### src/hw/can_host_pkg.sv
package can_host_pkg;

  typedef logic [4:0]  addr_t;  // Controller register address
  typedef logic [15:0] word_t;  // Controller register word
  typedef logic [75:0] msg_t;   // Bit 75 unused, 74:64 id, 63:0 bytes 0..7
  typedef logic [2:0]  step_t;  // Sequence step index

  typedef enum logic [1:0] {
    CMD_NONE  = 2'b00,
    CMD_INIT  = 2'b01,
    CMD_READ  = 2'b10,
    CMD_WRITE = 2'b11
  } cmd_e;

  // Transmit side registers
  localparam addr_t ADDR_TX_ID   = 5'b01100;
  localparam addr_t ADDR_TX_D12  = 5'b01010;
  localparam addr_t ADDR_TX_D34  = 5'b01001;
  localparam addr_t ADDR_TX_D56  = 5'b01000;
  localparam addr_t ADDR_TX_D78  = 5'b00111;
  localparam addr_t ADDR_GENERAL = 5'b01110;
  localparam addr_t ADDR_IRQ     = 5'b10010;
  localparam addr_t ADDR_TX_CTRL = 5'b01101;

  // Receive side registers
  localparam addr_t ADDR_RX_ID  = 5'b00101;
  localparam addr_t ADDR_RX_D12 = 5'b00100;
  localparam addr_t ADDR_RX_D34 = 5'b00011;
  localparam addr_t ADDR_RX_D56 = 5'b00010;
  localparam addr_t ADDR_RX_D78 = 5'b00001;

  // Configuration registers only touched during init
  localparam addr_t ADDR_BIT_TIMING = 5'b10000;
  localparam addr_t ADDR_PRESCALER  = 5'b10001;
  localparam addr_t ADDR_IRQ_MASK   = 5'b10011;

  localparam word_t GEN_DATA  = 16'h009C;  // Controller enabled, auto retransmit
  localparam word_t IRQ_RESET = 16'h8070;  // Clear pending interrupts
  localparam word_t TX_CTRL   = 16'h8008;  // Request transmission

  localparam int INIT_LEN = 4;
  localparam int TX_LEN   = 8;
  localparam int RX_LEN   = 5;

  localparam step_t INIT_LAST = step_t'(INIT_LEN - 1);
  localparam step_t TX_LAST   = step_t'(TX_LEN - 1);
  localparam step_t RX_LAST   = step_t'(RX_LEN - 1);

  localparam addr_t INIT_ADDR [INIT_LEN] = '{
    ADDR_BIT_TIMING, ADDR_PRESCALER, ADDR_GENERAL, ADDR_IRQ_MASK
  };
  localparam word_t INIT_DATA [INIT_LEN] = '{
    16'h3A47, 16'h0004, 16'h0098, 16'h0070
  };

  localparam addr_t TX_SEQ [TX_LEN] = '{
    ADDR_TX_ID, ADDR_TX_D12, ADDR_TX_D34, ADDR_TX_D56,
    ADDR_TX_D78, ADDR_GENERAL, ADDR_IRQ, ADDR_TX_CTRL
  };
  localparam addr_t RX_SEQ [RX_LEN] = '{
    ADDR_RX_ID, ADDR_RX_D12, ADDR_RX_D34, ADDR_RX_D56, ADDR_RX_D78
  };

endpackage

### src/hw/can_reg_bus_if.sv
`timescale 1ns/1ps

// One controller register access per cycle, issued by the sequencer
interface can_reg_bus_if;

  can_host_pkg::cmd_e  cmd;        // Access kind
  can_host_pkg::addr_t addr;       // Target register
  can_host_pkg::word_t init_data;  // Write data for init accesses
  logic                last;       // Final access of a sequence

  modport master (
    output cmd,
    output addr,
    output init_data,
    output last
  );

  modport slave (
    input cmd,
    input addr,
    input init_data,
    input last
  );

endinterface

### src/hw/can_host_sequencer.sv
`timescale 1ns/1ps

module can_host_sequencer (
  input  logic          clock,
  input  logic          arst_n,
  input  logic          tx_start,
  input  logic          rx_start,
  can_reg_bus_if.master bus,
  output logic          init_done,
  output logic          busy,
  output logic          tx_done
);

  typedef enum logic [1:0] {
    ST_INIT,
    ST_IDLE,
    ST_TX,
    ST_RX
  } state_t;

  state_t                state;
  can_host_pkg::step_t   step;  // Next table entry to issue

  // Only real sequences count as busy, init is covered by init_done
  assign busy = (state == ST_TX) || (state == ST_RX);

  always_ff @(posedge clock or negedge arst_n) begin
    if (!arst_n) begin
      state         <= ST_INIT;
      step          <= '0;
      init_done     <= 1'b0;
      tx_done       <= 1'b0;
      bus.cmd       <= can_host_pkg::CMD_NONE;
      bus.addr      <= '0;
      bus.init_data <= '0;
      bus.last      <= 1'b0;
    end else begin
      // Default to an idle bus, strobes last one cycle
      bus.cmd  <= can_host_pkg::CMD_NONE;
      bus.last <= 1'b0;
      tx_done  <= 1'b0;

      case (state)
        ST_INIT: begin
          if (bus.last) begin
            state     <= ST_IDLE;  // Last init write just went out
            init_done <= 1'b1;
          end else begin
            bus.cmd       <= can_host_pkg::CMD_INIT;
            bus.addr      <= can_host_pkg::INIT_ADDR[step[1:0]];
            bus.init_data <= can_host_pkg::INIT_DATA[step[1:0]];
            bus.last      <= (step == can_host_pkg::INIT_LAST);
            step          <= step + 3'd1;
          end
        end

        ST_IDLE: begin
          if (tx_start) begin  // Transmit wins over a same-cycle receive
            state    <= ST_TX;
            bus.cmd  <= can_host_pkg::CMD_WRITE;
            bus.addr <= can_host_pkg::TX_SEQ[0];
            step     <= 3'd1;
          end else if (rx_start) begin
            state    <= ST_RX;
            bus.cmd  <= can_host_pkg::CMD_READ;
            bus.addr <= can_host_pkg::RX_SEQ[0];
            step     <= 3'd1;
          end
        end

        ST_TX: begin
          if (bus.last) begin
            state <= ST_IDLE;
          end else begin
            bus.cmd  <= can_host_pkg::CMD_WRITE;
            bus.addr <= can_host_pkg::TX_SEQ[step];
            bus.last <= (step == can_host_pkg::TX_LAST);
            tx_done  <= (step == can_host_pkg::TX_LAST);  // With the control write
            step     <= step + 3'd1;
          end
        end

        ST_RX: begin
          if (bus.last) begin
            state <= ST_IDLE;
          end else begin
            bus.cmd  <= can_host_pkg::CMD_READ;
            bus.addr <= can_host_pkg::RX_SEQ[step];
            bus.last <= (step == can_host_pkg::RX_LAST);
            step     <= step + 3'd1;
          end
        end

        default: begin
          state <= ST_IDLE;
        end
      endcase
    end
  end

endmodule

### src/hw/can_reg_formatter.sv
`timescale 1ns/1ps

module can_reg_formatter (
  input  logic                clock,
  input  logic                arst_n,
  can_reg_bus_if.slave        bus,
  input  can_host_pkg::msg_t  tx_msg,
  input  can_host_pkg::addr_t tx_buffer,
  input  can_host_pkg::addr_t rx_buffer,
  output can_host_pkg::addr_t can_addr,
  output logic                can_we,
  output logic                can_re,
  output can_host_pkg::word_t write_can,
  output can_host_pkg::addr_t can_tra_select,
  output can_host_pkg::addr_t can_rec_select
);

  assign can_addr = bus.addr;
  assign can_we   = (bus.cmd == can_host_pkg::CMD_INIT) ||
                    (bus.cmd == can_host_pkg::CMD_WRITE);
  assign can_re   = (bus.cmd == can_host_pkg::CMD_READ);

  // Spread the message over the transmit registers
  always_comb begin
    write_can = '0;
    case (bus.cmd)
      can_host_pkg::CMD_INIT: begin
        write_can = bus.init_data;
      end
      can_host_pkg::CMD_WRITE: begin
        case (bus.addr)
          can_host_pkg::ADDR_TX_ID: begin
            write_can = {tx_msg[74:64], 5'b00000};  // Identifier left aligned
          end
          can_host_pkg::ADDR_TX_D12: begin
            write_can = {tx_msg[63:56], tx_msg[47:40]};  // Bytes 0 and 2
          end
          can_host_pkg::ADDR_TX_D34: begin
            write_can = {tx_msg[55:48], tx_msg[39:32]};  // Bytes 1 and 3
          end
          can_host_pkg::ADDR_TX_D56: begin
            write_can = {tx_msg[7:0], tx_msg[15:8]};  // Bytes 7 and 6
          end
          can_host_pkg::ADDR_TX_D78: begin
            write_can = {tx_msg[23:16], tx_msg[31:24]};  // Bytes 5 and 4
          end
          can_host_pkg::ADDR_GENERAL: write_can = can_host_pkg::GEN_DATA;
          can_host_pkg::ADDR_IRQ:     write_can = can_host_pkg::IRQ_RESET;
          can_host_pkg::ADDR_TX_CTRL: write_can = can_host_pkg::TX_CTRL;
          default:                    write_can = '0;
        endcase
      end
      default: begin
        write_can = '0;
      end
    endcase
  end

  // Buffer selects follow the last access of their kind
  always_ff @(posedge clock or negedge arst_n) begin
    if (!arst_n) begin
      can_tra_select <= '0;
      can_rec_select <= '0;
    end else begin
      case (bus.cmd)
        can_host_pkg::CMD_INIT,
        can_host_pkg::CMD_WRITE: can_tra_select <= tx_buffer;
        can_host_pkg::CMD_READ:  can_rec_select <= rx_buffer;
        default: begin
          can_tra_select <= can_tra_select;
          can_rec_select <= can_rec_select;
        end
      endcase
    end
  end

endmodule

### src/hw/can_rx_assembler.sv
`timescale 1ns/1ps

module can_rx_assembler (
  input  logic                clock,
  input  logic                arst_n,
  can_reg_bus_if.slave        bus,
  input  can_host_pkg::word_t read_can,
  output can_host_pkg::msg_t  rx_msg,
  output logic                rx_valid
);

  logic rd_access;

  assign rd_access = (bus.cmd == can_host_pkg::CMD_READ);

  // Same field layout as the transmit side, read back into place
  always_ff @(posedge clock or negedge arst_n) begin
    if (!arst_n) begin
      rx_msg <= '0;  // Keeps the unused top bit defined
    end else if (rd_access) begin
      case (bus.addr)
        can_host_pkg::ADDR_RX_ID: begin
          rx_msg[74:64] <= read_can[15:5];  // Low five bits carry no id
        end
        can_host_pkg::ADDR_RX_D12: begin
          rx_msg[63:56] <= read_can[15:8];
          rx_msg[47:40] <= read_can[7:0];
        end
        can_host_pkg::ADDR_RX_D34: begin
          rx_msg[55:48] <= read_can[15:8];
          rx_msg[39:32] <= read_can[7:0];
        end
        can_host_pkg::ADDR_RX_D56: begin
          rx_msg[7:0]  <= read_can[15:8];  // Byte 7 sits high here
          rx_msg[15:8] <= read_can[7:0];
        end
        can_host_pkg::ADDR_RX_D78: begin
          rx_msg[23:16] <= read_can[15:8];
          rx_msg[31:24] <= read_can[7:0];
        end
        default: begin
          rx_msg <= rx_msg;
        end
      endcase
    end
  end

  // One cycle after the final read
  always_ff @(posedge clock or negedge arst_n) begin
    if (!arst_n) begin
      rx_valid <= 1'b0;
    end else begin
      rx_valid <= rd_access && bus.last;
    end
  end

endmodule

### src/hw/can_host_top.sv
`timescale 1ns/1ps

module can_host_top (
  input  logic                clock,
  input  logic                arst_n,
  input  logic                tx_start,
  input  can_host_pkg::msg_t  tx_msg,
  input  can_host_pkg::addr_t tx_buffer,
  input  logic                rx_start,
  input  can_host_pkg::addr_t rx_buffer,
  input  can_host_pkg::word_t read_can,
  output can_host_pkg::addr_t can_addr,
  output logic                can_we,
  output logic                can_re,
  output can_host_pkg::word_t write_can,
  output can_host_pkg::addr_t can_tra_select,
  output can_host_pkg::addr_t can_rec_select,
  output logic                init_done,
  output logic                busy,
  output logic                tx_done,
  output can_host_pkg::msg_t  rx_msg,
  output logic                rx_valid
);

  can_reg_bus_if bus_i ();  // Sequencer to formatter and assembler

  can_host_sequencer can_host_sequencer_i (
    .clock     (clock),
    .arst_n    (arst_n),
    .tx_start  (tx_start),
    .rx_start  (rx_start),
    .bus       (bus_i.master),
    .init_done (init_done),
    .busy      (busy),
    .tx_done   (tx_done)
  );

  can_reg_formatter can_reg_formatter_i (
    .clock          (clock),
    .arst_n         (arst_n),
    .bus            (bus_i.slave),
    .tx_msg         (tx_msg),
    .tx_buffer      (tx_buffer),
    .rx_buffer      (rx_buffer),
    .can_addr       (can_addr),
    .can_we         (can_we),
    .can_re         (can_re),
    .write_can      (write_can),
    .can_tra_select (can_tra_select),
    .can_rec_select (can_rec_select)
  );

  can_rx_assembler can_rx_assembler_i (
    .clock    (clock),
    .arst_n   (arst_n),
    .bus      (bus_i.slave),
    .read_can (read_can),
    .rx_msg   (rx_msg),
    .rx_valid (rx_valid)
  );

endmodule

### config.mk
export PLATFORM = sky130hd
export DESIGN_NAME = can_host_top
export DESIGN_NICKNAME = d
export VERILOG_FILES = /design/src/hw/can_host_pkg.sv /design/src/hw/can_reg_bus_if.sv /design/src/hw/can_host_sequencer.sv /design/src/hw/can_reg_formatter.sv /design/src/hw/can_rx_assembler.sv /design/src/hw/can_host_top.sv
export SDC_FILE = /design/constraint.sdc
export NUM_CORES = 1
export LEC_CHECK = 0
export BUFFER_PORTS_ARGS = -buffer_cell sky130_fd_sc_hd__buf_2
export CORE_UTILIZATION = 25
export CTS_BUF_LIST = sky130_fd_sc_hd__clkbuf_8
export DETAILED_ROUTE_END_ITERATION = 8
export PLACE_DENSITY = 0.46
export SLEW_MARGIN = 20
export SYNTH_ARGS = -nofsm -noshare
export SYNTH_HDL_FRONTEND = slang
export SYNTH_SLANG_ARGS = --single-unit
### constraint.sdc
create_clock -name clock -period 3.7 [get_ports clock]
set_clock_uncertainty 0.15 [all_clocks]
set_input_delay 0.74 -clock clock [delete_from_list [all_inputs] [get_ports clock]]
set_output_delay 0.74 -clock clock [all_outputs]
set_load 0.005 [all_outputs]
== Word-level counts from Yosys, hierarchy flattened ==
Memories as Yosys holds them, arrays and structs flattened.
Index checks and enable logic that the tools add are counted.

* Bits in latches: 0
* Bits of input ports: 106
* Word-level logic and storage cells: 105
* Output and inout bits: 113
* Memories kept: 2
* Flip-flop bits (word level): 117
* Bits in read-only memories: 80
* RAM bits: 0

* Muxes and demuxes: 37
* Multiply operators: 0
* Reduce and logical (&&, ||, !) cells: 16
* Order comparisons: 2
* Shifts and indexed selects: 0
* Bitwise logic cells: 3
* Divide/modulo/power cells: 0
* Add/sub/neg operators: 1
* Eq/ne operators: 28

{| class="wikitable"
|+ Memories
! memory !! depth !! bits a word !! rd ports !! clocked after Yosys merged registers in !! wr ports !! RTL line !! source
|-
| (no name shown) || 8 || 5 || 1 || 0 || 0 || can_host_sequencer.sv:76 || <nowiki>bus.addr <= can_host_pkg::TX_SEQ[step];</nowiki>
|-
| (no name shown) || 8 || 5 || 1 || 0 || 0 || can_host_sequencer.sv:88 || <nowiki>bus.addr <= can_host_pkg::RX_SEQ[step];</nowiki>
|}

{| class="wikitable"
|+ Operators by type and width
! operator !! number
|-
| $pmux 16 s8 || 1
|-
| $mux 5 || 11
|-
| $bmux 16 s2 || 1
|-
| $mux 16 || 2
|-
| $pmux 16 s2 || 1
|-
| $eq 5x4->1 const B || 6
|-
| $pmux 5 s4 || 1
|-
| $reduce_and 2->1 || 9
|-
| $eq 5x3->1 const B || 3
|-
| $mux 2 || 7
|-
| $bmux 5 s2 || 1
|-
| $eq 5x2->1 const B || 2
|-
| $mux 3 || 3
|-
| $eq 2x2->1 const B || 4
|-
| $ne 2x2->1 const B || 4
|-
| $pmux 2 s4 || 1
|-
| $eq 3x3->1 const B || 2
|-
| $pmux 3 s2 || 1
|-
| $eq 5x1->1 const B || 1
|-
| $eq 5x5->1 const B || 1
|-
| $mux 1 || 5
|-
| $eq 2x1->1 const B || 2
|-
| $ge 4x4->1 const B || 1
|-
| $not 3->4 || 1
|-
| other kinds (15) || 16
|}

== Longest topological paths before layout ==
* Word-level depth: 6
* Mapped depth: 7
* Depth with buffers taken out: 6

== Cells and area by module ==
Synthesis repeated with hierarchy kept, for this count alone.

* Cell total of the unflattened synthesis: 460
* Area total of the unflattened synthesis: 5462.7 um^2

{| class="wikitable"
|+ Modules (own cells, without submodules)
! module !! instances !! sequential area each (um^2) !! area an instance (um^2) !! cells each
|-
| can_rx_assembler || 1 || 1901.8 || 2912.8 || 169
|-
| can_reg_formatter || 1 || 250.2 || 1440.1 || 180
|-
| can_host_sequencer || 1 || 525.5 || 1109.8 || 111
|}

== Worst setup path after synthesis ==
OpenSTA, ideal clock, no wires.

* Kind: register -> output
* From: register can_host_sequencer_i.bus.addr[2]
* To: output port write_can[8]
* Stages on the path, launching flop included: 6
* Path slack: 1156 ps
* Path buffers: 1
* Required time: 2810 ps
* Data arrival time: 1654 ps
* Cells stage by stage: dfrtp_1 -> or3b_1 -> nor2b_1 -> clkbuf_1 -> a22oi_1 -> a31oi_1

* Cells in the longest elaborated chain, start to end: 3
* Elaborated cells on any way between the ends: 10
* Those cells by class: 8 x eq/ne; 2 x mux

{| class="wikitable"
|+ RTL lines
! element !! RTL line !! source
|-
| start: declaration || can_reg_bus_if.sv:13 || <nowiki>output addr,</nowiki>
|-
| start signal: assignment || can_host_sequencer.sv:50 || <nowiki>bus.addr <= can_host_pkg::INIT_ADDR[step[1:0]];</nowiki>
|-
| start signal: assignment || can_host_sequencer.sv:61 || <nowiki>bus.addr <= can_host_pkg::TX_SEQ[0];</nowiki>
|-
| start signal: assignment || can_host_sequencer.sv:66 || <nowiki>bus.addr <= can_host_pkg::RX_SEQ[0];</nowiki>
|-
| $eq 5x4->1, or another cell as far along || can_reg_formatter.sv:31 || <nowiki>case (bus.addr)</nowiki>
|-
| $pmux 16 s8 (*) || can_reg_formatter.sv:31 ||
|-
| $pmux 16 s2 (*) || can_reg_formatter.sv:26 || <nowiki>case (bus.cmd)</nowiki>
|-
| end: declaration || can_host_top.sv:15 || <nowiki>output can_host_pkg::word_t write_can,</nowiki>
|}

Every way passes the cells marked *; elsewhere a longest branch is shown, timed or not.

== Worst setup path after layout ==
* From: register can_host_sequencer_i.bus.addr[3]
* To: output port write_can[14]

The elaborated chain is that of the path after synthesis.

==> flow_summary.yaml <==
logic_synthesis:
  synthTopCellsByArea: "dfrtp_1 (52%), mux2_2 (17%), mux2_4 (2.9%)"
  seq_area_frac_synth: 0.522
  ys.flop_type: "dfrtp_1"
  yosysUniqueCellTypes: 52
  yosys-top-cells-count: "dfrtp_1 (107), mux2_2 (79), nand2_1 (23), nor2_1 (21), a22oi_1 (17)"
  ys_ff_latch: 107
  synth_fp_nets: 528
  synth.most_common_cell: "dfrtp_1"
  synth_area_um2: 5130
  synth_top_area_share: 0.522
  yosys_warnings: 0
  netlist_instances: 416
  synth_top_cell_by_area: "dfrtp_1"
  synth_edf_count: 0
  async_flop_share: 1.00
  syn_avg_cell_area_um2: 12.3
drt:
  post_drt_wl_per_cell_um: 17.0
  drt_iter0_markers: 219
  drt_wl_total_um: 15400
  ant_nets: 0
  viasPerCell: 4.64
  first_pass_iters: 6
  drc: 2
  vias: 4183
sta:
  setup_viol: 0
  fmaxAchievable_mhz: 291
  slew_headroom: 0.359
  worstMarginPinSlew_ns: 0.959
  grt_setup_unrepaired: "false"
  period_share: 0.928
  fin_crit_ns: 3.43
  finalHoldViolCount: 0
  setup_slack_ns: 0.266
  drv_slew: 0
  fin_setup_tns_ns: 0
  hold_slack_ns: 0.240
critical_path:
  cpPeakStageDelay_ns: 0.59
  worstSetupStartpoint: "can_host_sequencer_i.bus.addr[3]"
  slowest_stage: "dfrtp_1"
  cp_max_fo: 12
  worstSetupEndpoint: "write_can[14]"
  cp-end-kind: "primary output"
  r2r_slack_ns: 1.13
  crit_required_ns: 2.81
  reg2reg_to: "can_rx_assembler_i.rx_msg[43]"
  path_cells: "or3b_1, nor3_1, buf_4, a22oi_1, a31oi_1, buf_2"
  r2r_cells: 4
  rr_startpoint: "can_host_sequencer_i.bus.cmd[0]"
  path_class: "flip-flop to primary output"
  start_kind: "flip-flop"
  cp.arrival_ns: 2.54
power_and_ir_drop:
  combPwrFrac: 0.449
  pwr-share-clk: 0.143
  leakagePower_nw: 3.15
  p_int_mw: 3.37
  vdd_drop_max_mv: 0.312
  pwr-share-seq: 0.408
  switching_power_mw: 2.02
  p_per_area_nw_per_um2: 804
  p_sw_frac: 0.375
clock_tree:
  cts_root_buf: "clkbuf_8"
  clkTransAtPathRegs_ns: 0.11
  cts-hold-fix-buffers: 0
  cts_buffer_depth: 2
  cts_tree: "yes"
  clkLatencyLatePin_ns: 0.38
  htree_num_levels: 3
  numCtsBuffers: 9
  clkSinkCount: 107
placement:
  dpl.cell_count: 886
  port_buffers: 216
  pre_cts_ws_ns: 0.492
  place.gp.congestion: 0.831
  dp_hpwl_um: 11600
outcome:
  failed_checks: "design-rule violations"
  status: "finished with violations"
floorplan:
  chipHeight_um: 145
  fp.dieW_um: 145
  dieArea_um2: 21100
  core-area_um2: 20200
  start_util: 0.254
  rows: 52
  io_pins: 219
global_routing:
  grt_usage: 0.149
  grt_max_degree: 56
  grt_pass1_vias: 4467
  overflow: 0
  grt_pass1_wl_um: 24500
  antenna_found_initial: 0
worst_hold_path:
  hp-class: "primary input to asynchronous set/reset pin"
flow_run:
  maxCapViolations: 0
cells_and_area:
  antenna_cells: 0
  nNetsFinal: 739
  syn_to_final_growth_pct: 30.8
  layoutNonFillerInstCount: 902
  drive_above_1_share: 0.540
-- layout make-up --
cell class                      count  area, µm²
Timing Repair Buffer              227       1180
Inverter                            7       26.3
Multi-Input combinational cell    275       2270
Sequential cell                   107       2680
Clock buffer                        9        124
Tap cell                          270        338
Clock inverter                      7       88.8
Fill cell                        2087      13500
-- per-layer routing --
metal	GRT usage	part of all wire
met3	0.0434	0.066
met4	0.0453	0.017
met1	0.188	0.43
met2	0.244	0.48
met5	0	0
-- per-stage QoR --
stage          instance area, µm²  power, mW   util
2_1_floorplan                5130       3.58      -
3_3_place_gp                 6490       4.63  0.322
3_5_place_dp                 6490       4.68  0.322
4_1_cts                      6700       5.47  0.332
5_1_grt                      6710       5.82  0.332
6_report                     6710       5.39  0.332
-- cells by family (layout without fill, tap and decap cells) --
group	Yosys count	count (layout)	share of synthesized area
muxes	93	93	0.211
adders and majority gates	6	6	0.0146
AOI/OAI and AO/OA	86	86	0.115
other	1	1	0.000732
and+or+nand+nor	89	89	0.102
DFF	107	107	0.522
buffers and inverters	34	250	0.0349
-- critical path, delay by kind of cell (launching register included) --
family	cells	cell delay [ns]
AOI/OAI and AO/OA	2	0.32
DFF	1	0.59
buffers and inverters	2	0.39
and+or+nand+nor	2	0.86
-- flip-flops by register name, indices dropped and copies added, names as in the netlist, 2 cells and up --
name,cells
can_rx_assembler_i.rx_msg,75
can_host_sequencer_i.bus.init_data,6
can_host_sequencer_i.bus.addr,5
can_reg_formatter_i.can_rec_select,5
can_reg_formatter_i.can_tra_select,5
can_host_sequencer_i.step,3
can_host_sequencer_i.bus.cmd,2
can_host_sequencer_i.state,2
-- layout by cell type (no fill, tap or decap), drive strengths merged, types with 3 or more instances in the layout --
cell and n:
buf 227, dfrtp 107, mux2 89, nand2 25, nor2 21, a22oi 17
o21ai 13, a31oi 12, a21oi 12, inv 11, clkbuf 9, nor2b 9
nand2b 8, a221oi 7, nand3b 6, ha 6, a211oi 4, mux2i 4
nor3 4, nand3 4, and2 3, o22ai 3
-- power groups by stage --
stage | Combinational, mW | Sequential [mW] | Clock (mW)
2_1_floorplan | 1.46 | 2.12 | 0
3_3_place_gp | 2.44 | 2.19 | 0
3_5_place_dp | 2.46 | 2.22 | 0
4_1_cts | 2.46 | 2.21 | 0.806
5_1_grt | 2.66 | 2.30 | 0.855
6_report | 2.42 | 2.20 | 0.769
-- how the worst min path moves through the flow --
| stage | startpoint | end | slack (ns) | cells past startpoint |
|---|---|---|---|---|
| after floorplan | arst_n | can_host_sequencer_i.bus.addr[0] | 0.29 | 0 |
| after global placement | can_host_sequencer_i.init_done | can_host_sequencer_i.init_done | 0.30 | 1 |
| after detailed placement | can_host_sequencer_i.init_done | can_host_sequencer_i.init_done | 0.29 | 1 |
| after CTS | arst_n | can_rx_assembler_i.rx_msg[14] | 0.26 | 1 |
| after global routing | arst_n | can_rx_assembler_i.rx_msg[33] | 0.28 | 1 |
| final | arst_n | can_rx_assembler_i.rx_msg[33] | 0.24 | 1 |
-- what timing repair did --
item / CTS / global route
buffers inserted: 0 / 0
setup endpoints to repair: 0 / 5
resized for setup: 0 / 1
(Power assumes the default switching activity.)
